## src/common/cache_cfg_pkg.sv

```systemverilog
////////////////////////////////////////
// cache geometry
// sizes of the two-way instruction cache
// and the split of a core address
////////////////////////////////////////

`default_nettype none

package cache_cfg_pkg;

  ////////////////////////////////////////
  // core side
  localparam int XLEN = 32;

  ////////////////////////////////////////
  // organisation
  // two ways of sixteen sets
  localparam int WAYS = 2;
  localparam int SETS = 16;

  // one line holds two core words
  localparam int BLK_BITS      = 64;
  localparam int WORDS_PER_BLK = 2;

  ////////////////////////////////////////
  // address fields
  // byte offset inside a line
  localparam int BLK_OFFS_BITS = 3;
  // selects one of the sets
  localparam int IDX_BITS      = 4;
  // whatever is left of the address
  localparam int TAG_BITS      = 25;

endpackage

`default_nettype wire

```

## src/common/cache_types_pkg.sv

```systemverilog
////////////////////////////////////////
// cache types
// stored tag, line, address split and
// controller states
////////////////////////////////////////

`default_nettype none

package cache_types_pkg;

  import cache_cfg_pkg::*;

  // tag as kept in the tag RAM
  typedef logic [TAG_BITS-1:0] tag_t;

  // one full line as delivered by the bus
  typedef logic [BLK_BITS-1:0] line_t;

  // core address seen as tag, set index and byte offset
  // fields add up to XLEN
  typedef struct packed {
    tag_t                     tag;
    logic [IDX_BITS-1:0]      idx;
    logic [BLK_OFFS_BITS-1:0] offs;
  } addr_fields_t;

  // controller FSM
  typedef enum logic [2:0] {
    IDLE,
    LOOKUP,
    CHECK,
    FILL_REQ,
    FILL_WAIT,
    RESPOND
  } ctrl_state_t;

endpackage

`default_nettype wire

```

## src/common/cache_mem_if.sv

```systemverilog
////////////////////////////////////////
// controller to cache memory link
// lookup, fill and flush controls going
// down, hit and line coming back
////////////////////////////////////////

`default_nettype none

interface cache_mem_if;

  import cache_cfg_pkg::*;
  import cache_types_pkg::*;

  // lookup side
  logic [IDX_BITS-1:0] rd_idx;
  tag_t                rd_tag;

  // fill side, index and way are held by the memory
  logic [IDX_BITS-1:0] wr_idx;
  tag_t                wr_tag;
  logic                filling;
  // one cycle, bus line arrives
  logic                fill_ack;
  logic [WAYS-1:0]     fill_way;
  line_t               fill_line;

  // clears all valid bits
  logic                flushing;

  // registered lookup result
  logic                hit;
  line_t               line;

  modport ctrl_mp (
    output rd_idx, rd_tag, wr_idx, wr_tag, filling, fill_ack,
    output fill_way, fill_line, flushing,
    input  hit, line
  );

  modport mem_mp (
    input  rd_idx, rd_tag, wr_idx, wr_tag, filling, fill_ack,
    input  fill_way, fill_line, flushing,
    output hit, line
  );

endinterface

`default_nettype wire

```

## src/ram_1rw.sv

```systemverilog
////////////////////////////////////////
// generic single-port RAM
// registered read, write-first, one
// entry per cache set
////////////////////////////////////////

`default_nettype none

module ram_1rw #(
  parameter type word_t = logic [31:0],
  // one entry per set
  localparam int DEPTH = 2 ** cache_cfg_pkg::IDX_BITS
) (
  input  logic                               clk_i,
  input  logic [cache_cfg_pkg::IDX_BITS-1:0] addr_i,
  input  logic                               we_i,
  input  word_t                              din_i,
  output word_t                              dout_o
);

  // storage array
  word_t mem_q [DEPTH];

  // write port
  always_ff @(posedge clk_i)
  begin
    if (we_i)
      mem_q[addr_i] <= din_i;
  end

  // read port, new data shows up
  // on the output when written
  always_ff @(posedge clk_i)
  begin
    if (we_i)
      dout_o <= din_i;
    else
      dout_o <= mem_q[addr_i];
  end

endmodule

`default_nettype wire

```

## src/cache_memory/cache_memory.sv

```systemverilog
////////////////////////////////////////
// cache memory
// tag and data RAMs per way, valid bits,
// fill bypass and registered hit/line
////////////////////////////////////////

`default_nettype none

module cache_memory (
  input  logic        clk_i,
  input  logic        rst_ni,
  cache_mem_if.mem_mp mem
);

  import cache_cfg_pkg::*;
  import cache_types_pkg::*;

  ////////////////////////////////////////
  // signals

  // fill write strobe and its delayed copy
  logic                fill_we;
  logic                fill_we_dly;
  // fill index and way, held while filling
  logic [IDX_BITS-1:0] fill_idx_q;
  logic [WAYS-1:0]     fill_way_q;

  // shared RAM index and lookup index delayed like the RAM
  logic [IDX_BITS-1:0] ram_idx;
  logic [IDX_BITS-1:0] idx_dly;

  tag_t                tag_out [WAYS];
  line_t               dat_out [WAYS];
  line_t               way_mux [WAYS];
  logic [WAYS-1:0]     way_we;
  logic [WAYS-1:0]     way_hit;
  logic [SETS-1:0]     valid_q [WAYS];

  // bypass copy of the last written line
  tag_t                byp_tag;
  logic [IDX_BITS-1:0] byp_idx;
  line_t               byp_line;
  logic                byp_valid;
  logic                byp_hit;

  ////////////////////////////////////////
  // fill control

  assign fill_we = mem.filling & mem.fill_ack;

  always_ff @(posedge clk_i or negedge rst_ni)
  begin
    if (!rst_ni)
      fill_we_dly <= 1'b0;
    else
      fill_we_dly <= fill_we;
  end

  // index and way frozen once the fill starts
  always_ff @(posedge clk_i)
  begin
    if (!mem.filling)
    begin
      fill_idx_q <= mem.wr_idx;
      fill_way_q <= mem.fill_way;
    end
  end

  // fill owns the RAM port on its ack cycle
  assign ram_idx = fill_we ? fill_idx_q : mem.rd_idx;

  // same delay as through the RAM
  always_ff @(posedge clk_i)
  begin
    idx_dly <= mem.rd_idx;
  end

  ////////////////////////////////////////
  // bypass register

  // covers a lookup right behind a fill
  always_ff @(posedge clk_i)
  begin
    if (fill_we)
    begin
      byp_tag  <= mem.wr_tag;
      byp_idx  <= fill_idx_q;
      byp_line <= mem.fill_line;
    end
  end

  always_ff @(posedge clk_i or negedge rst_ni)
  begin
    if (!rst_ni)
      byp_valid <= 1'b0;
    else if (mem.flushing)
      byp_valid <= 1'b0;
    else if (fill_we)
      byp_valid <= 1'b1;
  end

  assign byp_hit = byp_valid & (idx_dly == byp_idx) & (mem.rd_tag == byp_tag);

  ////////////////////////////////////////
  // ways

  for (genvar w = 0; w < WAYS; w++)
  begin : gen_way
    assign way_we[w] = fill_we & fill_way_q[w];

    ram_1rw #(
      .word_t (tag_t)
    ) u_tag_ram (
      .clk_i  (clk_i),
      .addr_i (ram_idx),
      .we_i   (way_we[w]),
      .din_i  (mem.wr_tag),
      .dout_o (tag_out[w])
    );

    ram_1rw #(
      .word_t (line_t)
    ) u_dat_ram (
      .clk_i  (clk_i),
      .addr_i (ram_idx),
      .we_i   (way_we[w]),
      .din_i  (mem.fill_line),
      .dout_o (dat_out[w])
    );

    // valid bits live in flops so a flush takes one cycle
    always_ff @(posedge clk_i or negedge rst_ni)
    begin
      if (!rst_ni)
        valid_q[w] <= '0;
      else if (mem.flushing)
        valid_q[w] <= '0;
      else if (way_we[w])
        valid_q[w][fill_idx_q] <= 1'b1;
    end

    // tag compare in the cycle after the read
    assign way_hit[w] = valid_q[w][idx_dly] & (tag_out[w] == mem.rd_tag);

    // AND/OR way mux
    if (w == 0)
    begin : gen_mux_first
      assign way_mux[w] = dat_out[w] & {BLK_BITS{way_hit[w]}};
    end
    else
    begin : gen_mux_rest
      assign way_mux[w] = (dat_out[w] & {BLK_BITS{way_hit[w]}}) | way_mux[w-1];
    end
  end

  ////////////////////////////////////////
  // registered result

  // RAM output after a fill cycle belongs to the fill index
  always_ff @(posedge clk_i or negedge rst_ni)
  begin
    if (!rst_ni)
      mem.hit <= 1'b0;
    else
      mem.hit <= byp_hit | ((|way_hit) & ~fill_we_dly);
  end

  always_ff @(posedge clk_i)
  begin
    mem.line <= byp_hit ? byp_line : way_mux[WAYS-1];
  end

  // a tag is only ever filled into one way of a set
  a_one_way_hit : assert property (@(posedge clk_i) disable iff (!rst_ni)
    $onehot0(way_hit));

endmodule

`default_nettype wire

```

## src/cache_ctrl.sv

```systemverilog
////////////////////////////////////////
// cache controller
// request handshake, lookup, line fill,
// round-robin victim, flush, word select
////////////////////////////////////////

`default_nettype none

module cache_ctrl (
  input  logic                            clk_i,
  input  logic                            rst_ni,
  input  logic                            req_valid_i,
  output logic                            req_ready_o,
  input  logic [cache_cfg_pkg::XLEN-1:0]  req_addr_i,
  output logic                            rsp_valid_o,
  input  logic                            rsp_ready_i,
  output logic [cache_cfg_pkg::XLEN-1:0]  rsp_data_o,
  output logic                            rsp_miss_o,
  output logic                            bus_req_valid_o,
  input  logic                            bus_req_ready_i,
  output logic [cache_cfg_pkg::XLEN-1:0]  bus_req_addr_o,
  input  logic                            bus_rsp_valid_i,
  input  cache_types_pkg::line_t          bus_rsp_data_i,
  input  logic                            flush_i,
  cache_mem_if.ctrl_mp                    mem
);

  import cache_cfg_pkg::*;
  import cache_types_pkg::*;

  localparam int WSEL_BITS = $clog2(WORDS_PER_BLK);
  localparam int VICT_BITS = $clog2(WAYS);

  ctrl_state_t            state_q;
  addr_fields_t           req_fields;
  addr_fields_t           addr_q;
  logic                   flushing_q;
  logic                   miss_q;
  logic [XLEN-1:0]        data_q;
  logic [VICT_BITS-1:0]   victim_q;
  logic [WSEL_BITS-1:0]   wsel;

  assign req_fields = req_addr_i;
  // word within the line
  assign wsel = addr_q.offs[BLK_OFFS_BITS-1 -: WSEL_BITS];

  ////////////////////////////////////////
  // handshakes

  // no accept while a flush is pending or running
  assign req_ready_o     = (state_q == IDLE) & ~flushing_q & ~flush_i;
  assign rsp_valid_o     = (state_q == RESPOND);
  assign rsp_data_o      = data_q;
  assign rsp_miss_o      = miss_q;
  assign bus_req_valid_o = (state_q == FILL_REQ);
  assign bus_req_addr_o  = {addr_q.tag, addr_q.idx, {BLK_OFFS_BITS{1'b0}}};

  ////////////////////////////////////////
  // memory controls

  // idle reads straight from the core so the hit is ready in CHECK
  assign mem.rd_idx    = (state_q == IDLE) ? req_fields.idx : addr_q.idx;
  assign mem.rd_tag    = addr_q.tag;
  assign mem.wr_idx    = addr_q.idx;
  assign mem.wr_tag    = addr_q.tag;
  assign mem.filling   = (state_q == FILL_REQ) | (state_q == FILL_WAIT);
  assign mem.fill_ack  = (state_q == FILL_WAIT) & bus_rsp_valid_i;
  assign mem.fill_way  = WAYS'(1) << victim_q;
  assign mem.fill_line = bus_rsp_data_i;
  assign mem.flushing  = flushing_q;

  ////////////////////////////////////////
  // FSM

  always_ff @(posedge clk_i or negedge rst_ni)
  begin
    if (!rst_ni)
    begin
      state_q    <= IDLE;
      flushing_q <= 1'b0;
      miss_q     <= 1'b0;
      victim_q   <= '0;
    end
    else
    begin
      // flush lasts exactly one cycle
      flushing_q <= (state_q == IDLE) & flush_i & ~flushing_q;
      case (state_q)
        IDLE:
          if (req_valid_i && req_ready_o)
          begin
            state_q <= LOOKUP;
            miss_q  <= 1'b0;
          end
        LOOKUP:
          state_q <= CHECK;
        CHECK:
          if (mem.hit)
            state_q <= RESPOND;
          else
          begin
            state_q <= FILL_REQ;
            miss_q  <= 1'b1;
          end
        FILL_REQ:
          if (bus_req_ready_i)
            state_q <= FILL_WAIT;
        FILL_WAIT:
          if (bus_rsp_valid_i)
          begin
            // replay the lookup, bypass gives the new line
            state_q <= LOOKUP;
            if (victim_q == VICT_BITS'(WAYS - 1))
              victim_q <= '0;
            else
              victim_q <= victim_q + 1'b1;
          end
        RESPOND:
          if (rsp_ready_i)
            state_q <= IDLE;
        default:
          state_q <= IDLE;
      endcase
    end
  end

  // request address and response word
  always_ff @(posedge clk_i)
  begin
    if (req_valid_i && req_ready_o)
      addr_q <= req_fields;
    if (state_q == CHECK && mem.hit)
      data_q <= mem.line[int'(wsel)*XLEN +: XLEN];
  end

  a_bus_req_hold : assert property (@(posedge clk_i) disable iff (!rst_ni)
    bus_req_valid_o && !bus_req_ready_i |=> bus_req_valid_o && $stable(bus_req_addr_o));

  // the lookup replayed after a fill must find the new line
  a_replay_hits : assert property (@(posedge clk_i) disable iff (!rst_ni)
    (state_q == CHECK) && miss_q |-> mem.hit);

endmodule

`default_nettype wire

```

## src/cache_top.sv

```systemverilog
////////////////////////////////////////
// instruction cache top
// controller and memory joined by the
// cache memory interface
////////////////////////////////////////

`default_nettype none

module cache_top (
  input  logic                            clk_i,
  input  logic                            rst_ni,
  // core request
  input  logic                            req_valid_i,
  output logic                            req_ready_o,
  input  logic [cache_cfg_pkg::XLEN-1:0]  req_addr_i,
  // core response
  output logic                            rsp_valid_o,
  input  logic                            rsp_ready_i,
  output logic [cache_cfg_pkg::XLEN-1:0]  rsp_data_o,
  output logic                            rsp_miss_o,
  // bus request, line aligned
  output logic                            bus_req_valid_o,
  input  logic                            bus_req_ready_i,
  output logic [cache_cfg_pkg::XLEN-1:0]  bus_req_addr_o,
  // bus response, always accepted
  input  logic                            bus_rsp_valid_i,
  input  cache_types_pkg::line_t          bus_rsp_data_i,
  // flush all lines
  input  logic                            flush_i
);

  cache_mem_if mem_if ();

  cache_ctrl u_ctrl (
    .clk_i           (clk_i),
    .rst_ni          (rst_ni),
    .req_valid_i     (req_valid_i),
    .req_ready_o     (req_ready_o),
    .req_addr_i      (req_addr_i),
    .rsp_valid_o     (rsp_valid_o),
    .rsp_ready_i     (rsp_ready_i),
    .rsp_data_o      (rsp_data_o),
    .rsp_miss_o      (rsp_miss_o),
    .bus_req_valid_o (bus_req_valid_o),
    .bus_req_ready_i (bus_req_ready_i),
    .bus_req_addr_o  (bus_req_addr_o),
    .bus_rsp_valid_i (bus_rsp_valid_i),
    .bus_rsp_data_i  (bus_rsp_data_i),
    .flush_i         (flush_i),
    .mem             (mem_if.ctrl_mp)
  );

  cache_memory u_mem (
    .clk_i  (clk_i),
    .rst_ni (rst_ni),
    .mem    (mem_if.mem_mp)
  );

endmodule

`default_nettype wire

```

## config.mk

```make
export PLATFORM = sky130hd
export DESIGN_NAME = cache_top
export DESIGN_NICKNAME = d
export VERILOG_FILES = /design/src/common/cache_cfg_pkg.sv /design/src/common/cache_types_pkg.sv /design/src/common/cache_mem_if.sv /design/src/ram_1rw.sv /design/src/cache_memory/cache_memory.sv /design/src/cache_ctrl.sv /design/src/cache_top.sv
export SDC_FILE = /design/constraint.sdc
export NUM_CORES = 2
export LEC_CHECK = 0
export BUFFER_PORTS_ARGS = -buffer_cell sky130_fd_sc_hd__buf_2
export CORE_MARGIN = 5
export CORE_UTILIZATION = 60
export CTS_BUF_LIST = sky130_fd_sc_hd__clkbuf_4
export CTS_CLUSTER_DIAMETER = 30
export CTS_CLUSTER_SIZE = 14
export DETAILED_ROUTE_END_ITERATION = 10
export PLACE_DENSITY = 0.76
export SLEW_MARGIN = 20
export SYNTH_ARGS = -nofsm -noshare
export SYNTH_HDL_FRONTEND = slang
export SYNTH_HIERARCHICAL = 1
export SYNTH_SLANG_ARGS = --single-unit
```

## constraint.sdc

```tcl
create_clock -name clk_i -period 15.4 [get_ports clk_i]
set_input_delay 0.77 -clock clk_i [delete_from_list [all_inputs] [get_ports clk_i]]
set_output_delay 0.77 -clock clk_i [all_outputs]
set_load 0.05 [all_outputs]
```

After elaboration in Yosys (flattened, before gate mapping):

Memory sizes are Yosys's and may differ from the RTL's. A register that Yosys moved wholly into a read port is not among the register bits.
Cells that the tools add are included.

* output and inout port bits: 68
* latch bits: 0
* memory bits (writable): 2848
* flip-flop bits (word level): 272
* memory bits (read-only): 0
* bits of input ports: 103
* memories: 4

* bitwise gates (word level): 23
* magnitude comparators: 3
* reduce and logical (&&, ||, !) cells: 12
* div/mod/pow operators: 0
* $mul: 0
* equality and inequality tests: 14
* shift-type cells: 2
* add/subtract/negate cells: 1
* muxes and demuxes: 29

Memory list
* u_mem.gen_way[0].u_dat_ram.mem_q: words 16, bits a word 64, rd ports 1, clocked after memory_dff 1, write ports 1, line ram_1rw.sv:22 `word_t mem_q [DEPTH];`
* u_mem.gen_way[1].u_dat_ram.mem_q: words 16, bits a word 64, rd ports 1, clocked after memory_dff 1, write ports 1, line ram_1rw.sv:22
* u_mem.gen_way[0].u_tag_ram.mem_q: words 16, bits a word 25, rd ports 1, clocked after memory_dff 1, write ports 1, line ram_1rw.sv:22
* u_mem.gen_way[1].u_tag_ram.mem_q: words 16, bits a word 25, rd ports 1, clocked after memory_dff 1, write ports 1, line ram_1rw.sv:22

Operators with widths (count)
* $and 64x64->64: 2
* $eq 25x25->1: 3
* $mux 16: 4
* $mux 64: 1
* $or 64x64->64: 1
* $shiftx 64x7->32: 1
* $or 16x16->16: 2
* $pmux 3 s6: 1
* $mux 3: 5
* $and 1x1->1: 13
* $mux 1: 12
* $lt 4x5->1 const B: 2
* $bmux 1 s4: 2
* $mux 4: 2
* $reduce_bool 2->1: 4
* $eq 3x2->1 const B: 2
* $eq 3x3->1 const B: 2
* $ne 2x2->1 const B: 3
* $demux 1 s4: 1
* $eq 4x4->1: 1
* $ge 4x1->1 const B: 1
* $ne 2x1->1 const B: 2
* $reduce_and 4->1: 1
* $eq 3x1->1 const B: 1
* other kinds (10): 15

Longest topological paths before layout:

* depth after elaboration: 7
* depth in mapped cells: 13
* gate-level depth less buffers: 9

By module:

The synthesis kept the hierarchy.

Modules (own cells, without submodules)
* ram_1rw (u_mem.gen_way[0].u_dat_ram ...): cells an instance 1587, area an instance 38380.6 um2, instances 2
* ram_1rw (u_mem.gen_way[0].u_tag_ram ...): cells an instance 639, area an instance 15130.8 um2, instances 2
* cache_memory: cells an instance 802, area an instance 8644.5 um2, instances 1
* cache_ctrl: cells an instance 299, area an instance 3814.9 um2, instances 1

Worst setup path after synthesis:

Ideal clock, no wire load.

* path kind: register to register
* start point: register u_ctrl.state_q[0]
* end point: memory u_mem/gen_way[0].u_dat_ram/mem_q[0][0] (netlist bit), enable pin
* period minus slack after synthesis: 9.672 ns
* cell stages (with the launch flop): 11
* arrival: 9.107 ns
* path slack: 5.728 ns
* required time: 14.835 ns
* setup time: 0.565 ns
* cells stage by stage: dfrtp_1 > clkbuf_1 > nand2_1 > nor2_1 > a21o_1 > nand2_1 > inv_1 > nand2_1 > inv_1 > or3b_2 > nor3_1

* longest elaborated chain between the ends: 6

Ends and longest elaborated chain
* from (decl): line cache_ctrl.sv:34 `ctrl_state_t state_q;`
* from (signal assigned): line cache_ctrl.sv:79 `state_q <= IDLE;`
* from (signal assigned): line cache_ctrl.sv:92 `state_q <= LOOKUP;`
* from (signal assigned): line cache_ctrl.sv:96 `state_q <= CHECK;`
* $eq 3x2->1
* via bus_req_valid_o: line cache_top.sv:22 `output logic bus_req_valid_o,`
* $or 1x1->1: line cache_ctrl.sv:66 `assign mem.filling = (state_q == FILL_REQ) | (state_q == FILL_WAIT);`
* via mem_if.filling: line cache_mem_if.sv:21 `logic filling;`
* $and 1x1->1: line cache_memory.sv:49 `assign fill_we = mem.filling & mem.fill_ack;`
* via u_mem.fill_we: line cache_memory.sv:22 `logic fill_we;`
* $and 1x1->1: line cache_memory.sv:109 `assign way_we[w] = fill_we & fill_way_q[w];`
* via u_mem.way_we[0]: line cache_memory.sv:35 `logic [WAYS-1:0] way_we;`
* $mux 1: line ram_1rw.sv:27 `if (we_i)`
* $mux 1 (implied by the code): line ram_1rw.sv:28 `mem_q[addr_i] <= din_i;`
* to (decl): line ram_1rw.sv:22

The timed path passes the listed nets, and every way through them passes these cells.

Final worst setup path:

* start point: register u_ctrl.state_q[0]
* end point: memory u_mem/gen_way[1].u_dat_ram/mem_q[2][8] (netlist bit), enable pin

* longest elaborated chain between the ends: 6

Ends and longest elaborated chain (line)
* $eq 3x2->1 or $eq 3x3->1 (tied branches): cache_ctrl.sv:66
* $or 1x1->1 (*): cache_ctrl.sv:66
* via mem_if.filling: cache_mem_if.sv:21
* $and 1x1->1 (*): cache_memory.sv:49
* via u_mem.fill_we: cache_memory.sv:22
* $and 1x1->1 (*): cache_memory.sv:109
* via u_mem.way_we[1]: cache_memory.sv:35
* $mux 1 (*): ram_1rw.sv:27
* $mux 1 (implied by the code) (*): ram_1rw.sv:28
* to (decl): ram_1rw.sv:22

The timed path passes the listed nets; every way through them passes the cells marked *.

==> results.cfg <==
[outcome]
status = complete, no violations

[clock_network]
cts_tree = done
clkLatencyLatePin_ns = 1.48
cts.path.max_buffers = 4
cts_resized = 0
cts.clk_slew.worst_paths_ns = 0.09
h-tree-depth = 5
cts_sinks = 3134
root_buffer = clkbuf_4
cts-buffers-inserted = 495

[min_path]
hold_path.class = input pin to register

[power]
leakagePower_uw = 0.0422
cellPowerDensity_nw_per_um2 = 145
power_uw = 19100
ir_worst_vdd_v = 0.000108

[critical_path]
path_buf_inv = 4
cp_common_cell = nand2_1
cp.arrival_ns = 6.58
cpPeakStageDelay_ns = 0.66
required_ns = 16.41
end_kind = register
start_kind = register
crit_family = buffers and inverters
path_max_fanout = 53
critPathSlowestCell = buf_4
path_class = register to register
crit_chain = nand2_1 -> nor2_1 -> a21o_1 -> nand2_1 -> inv_6 -> nand2_1 -> inv_1 -> or3b_2 -> nor2_4 -> buf_4 -> buf_4

[route]
via_count = 59600
drt_iter0_markers = 7344
drtPass1Iterations = 6
route.detailed.drc = 0
avgRoutedWirePerCell_um = 31.1
wl_mm = 285
viasPerCell = 6.51
ant_nets = 0

[placement]
place.port_buffers = 165
pre_cts_ws_ns = 9.75
dp.final_hpwl_mm = 148
place.gp.congestion = 0.801

[synth]
ys_seq_area_share_pct = 77.9
ys_ff_latch = 3134
synth_top_area_share_pct = 75.6
syn_area_um2 = 119000
syn_inst = 5553
synth_area_leader_cell = edfxtp_1
synthDistinctLibCells = 45
ys_warn_count = 6
ys_top_cells_by_area = edfxtp_1 (76%), mux4_2 (14%), a22oi_1 (2.2%)
avgSynthCellArea_um2 = 21.5

[global_route]
gr-total-overflow = 0
grt_pass1_wl_mm = 414
grt_usage_pct = 27.4
antenna_found_initial = 28
first_global_vias = 60900
grt_max_degree = 150

[timing]
rsz0062_at_grt = no
hold_violations = 0
fin_crit_sh_pct = 36.2
fin_ws_ns = 9.83
fmax_mhz = 180
setup_viol = 0
clock_skew_ns = 0.144
tightestPinTransition_ns = 1.20
slew_headroom_pct = 19.7
min_period_ns = 5.57
whs_ns = 0.183
tns_ns = 0
slew_viol_final = 0

[layout]
drive_gt1_share_pct = 31.6
syn_to_final_growth_pct = 10.4
final_nets = 6175
finish.utilization_pct = 66.8
layout_common_cells = edfxtp_1 (3009), mux4_2 (720), clkbuf_4 (547), a22oi_1 (358), nand2_1 (323)
final_common_cell = edfxtp_1

[floorplanning]
io_pins = 171
rows = 163
start_util_pct = 60.5
dieHeight_um = 456
coreArea_um2 = 198000
dieArea_um2 = 208000
die_w_um = 456

[job]
drv_cap = 0
cells by family after synthesis:
kind of cell / count (synthesis) / synth area share (%)
flip-flops: 3134 / 77.9
multiplexers: 761 / 14.0
AND/OR/NAND/NOR: 656 / 2.48
AO/OA/AOI/OAI: 464 / 2.78
buffers and inverters: 457 / 2.30
XOR/XNOR: 80 / 0.586
other: 1 / 0.00314
registers in the layout (all words and copies together), names as in the netlist, 25 cells and up, named ones only:
register	flops
u_ctrl/mem.rd_tag	25
u_ctrl/rsp_data_o	32
u_mem/byp_line	64
u_mem/byp_tag	25
u_mem/gen_way.u_dat_ram/mem_q	2048
u_mem/gen_way.u_tag_ram/mem_q	800
u_mem/mem.line	64
u_mem/valid_q	32
synthesized netlist by cell type (all sizes together):
cell type,instances
nor4b,1
xor2,56
clkbuf,151
nand2b,12
mux2,40
nand2,324
a21oi,33
mux4,720
nand4,7
inv,6
nand3b,9
nand3,8
a22oi,358
nor4,12
or3b,5
edfxtp,3009
conb,1
xnor2,24
and3,3
dfrtp,41
buf,300
a31oi,64
nor2,164
nor3b,3
or3,1
a311oi,1
o21ai,3
mux2i,1
a221o,1
o211ai,1
a21o,1
dfxtp,84
nor2b,12
and2,5
o31ai,1
or4,66
o21bai,1
nor3,24
metal layers:
metal / up-vias / global-route usage [%] / wire length (um)
li1: 24300 / - / -
met1: 30700 / 36.1 / 98200
met2: 3866 / 44.6 / 141000
met3: 717 / 5.73 / 31100
met4: 6 / 13.1 / 14600
met5: - / 0 / 43
path summary, 6_finish.rpt:
| check | start | to | slack [ns] | cells after the start |
|---|---|---|---|---|
| min reg2reg | u_ctrl/victim_q | u_mem/fill_way_q[1] | 0.45 | 0 |
| max reg2reg | u_ctrl/state_q[0] | u_mem/gen_way[1].u_dat_ram/mem_q[2][8] | 9.83 | 11 |
| max in group asynchronous | rst_ni | u_mem/valid_q[17] | 14.74 | 4 |
| max | u_ctrl/state_q[0] | u_mem/gen_way[1].u_dat_ram/mem_q[2][8] | 9.83 | 11 |
| min | req_addr_i[6] | u_mem/idx_dly[3] | 0.18 | 3 |
| min in group asynchronous | rst_ni | u_ctrl/state_q[0] | 0.41 | 4 |
worst min-delay path, cell delays in order:
cell           delay (ns)
dlygate4sd3_1        0.52
buf_2                0.11
mux2_4               0.15
timing repair:
action	in CTS	in global routing
setup buffers	0	0
hold endpoints to repair	2193	0
hold buffers	131	0
cell type report:
class	count	area [um^2]
Inverter	6	27.5
Clock buffer	547	4110
Antenna cell	29	72.6
Timing Repair Buffer	471	3490
Tap cell	2640	3300
Sequential cell	3134	93100
Multi-Input combinational cell	1964	24100
Fill cell	12200	65700
Clock inverter	364	3730
report_power, final:
group          leakage (uW)  switching, uW  total [uW]  internal [uW]
Clock               0.00418           3210        6040           2830
Sequential           0.0284            157        9560           9400
Combinational       0.00965           1980        3530           1550
metrics by stage:
stage	cells	instance area (um^2)
floorplan	5555	119000
global route	9150	132000
finish	9155	132000
detailed placement	8083	123000
global placement	8083	123000
CTS	9125	132000
(Power assumes the default switching activity.)
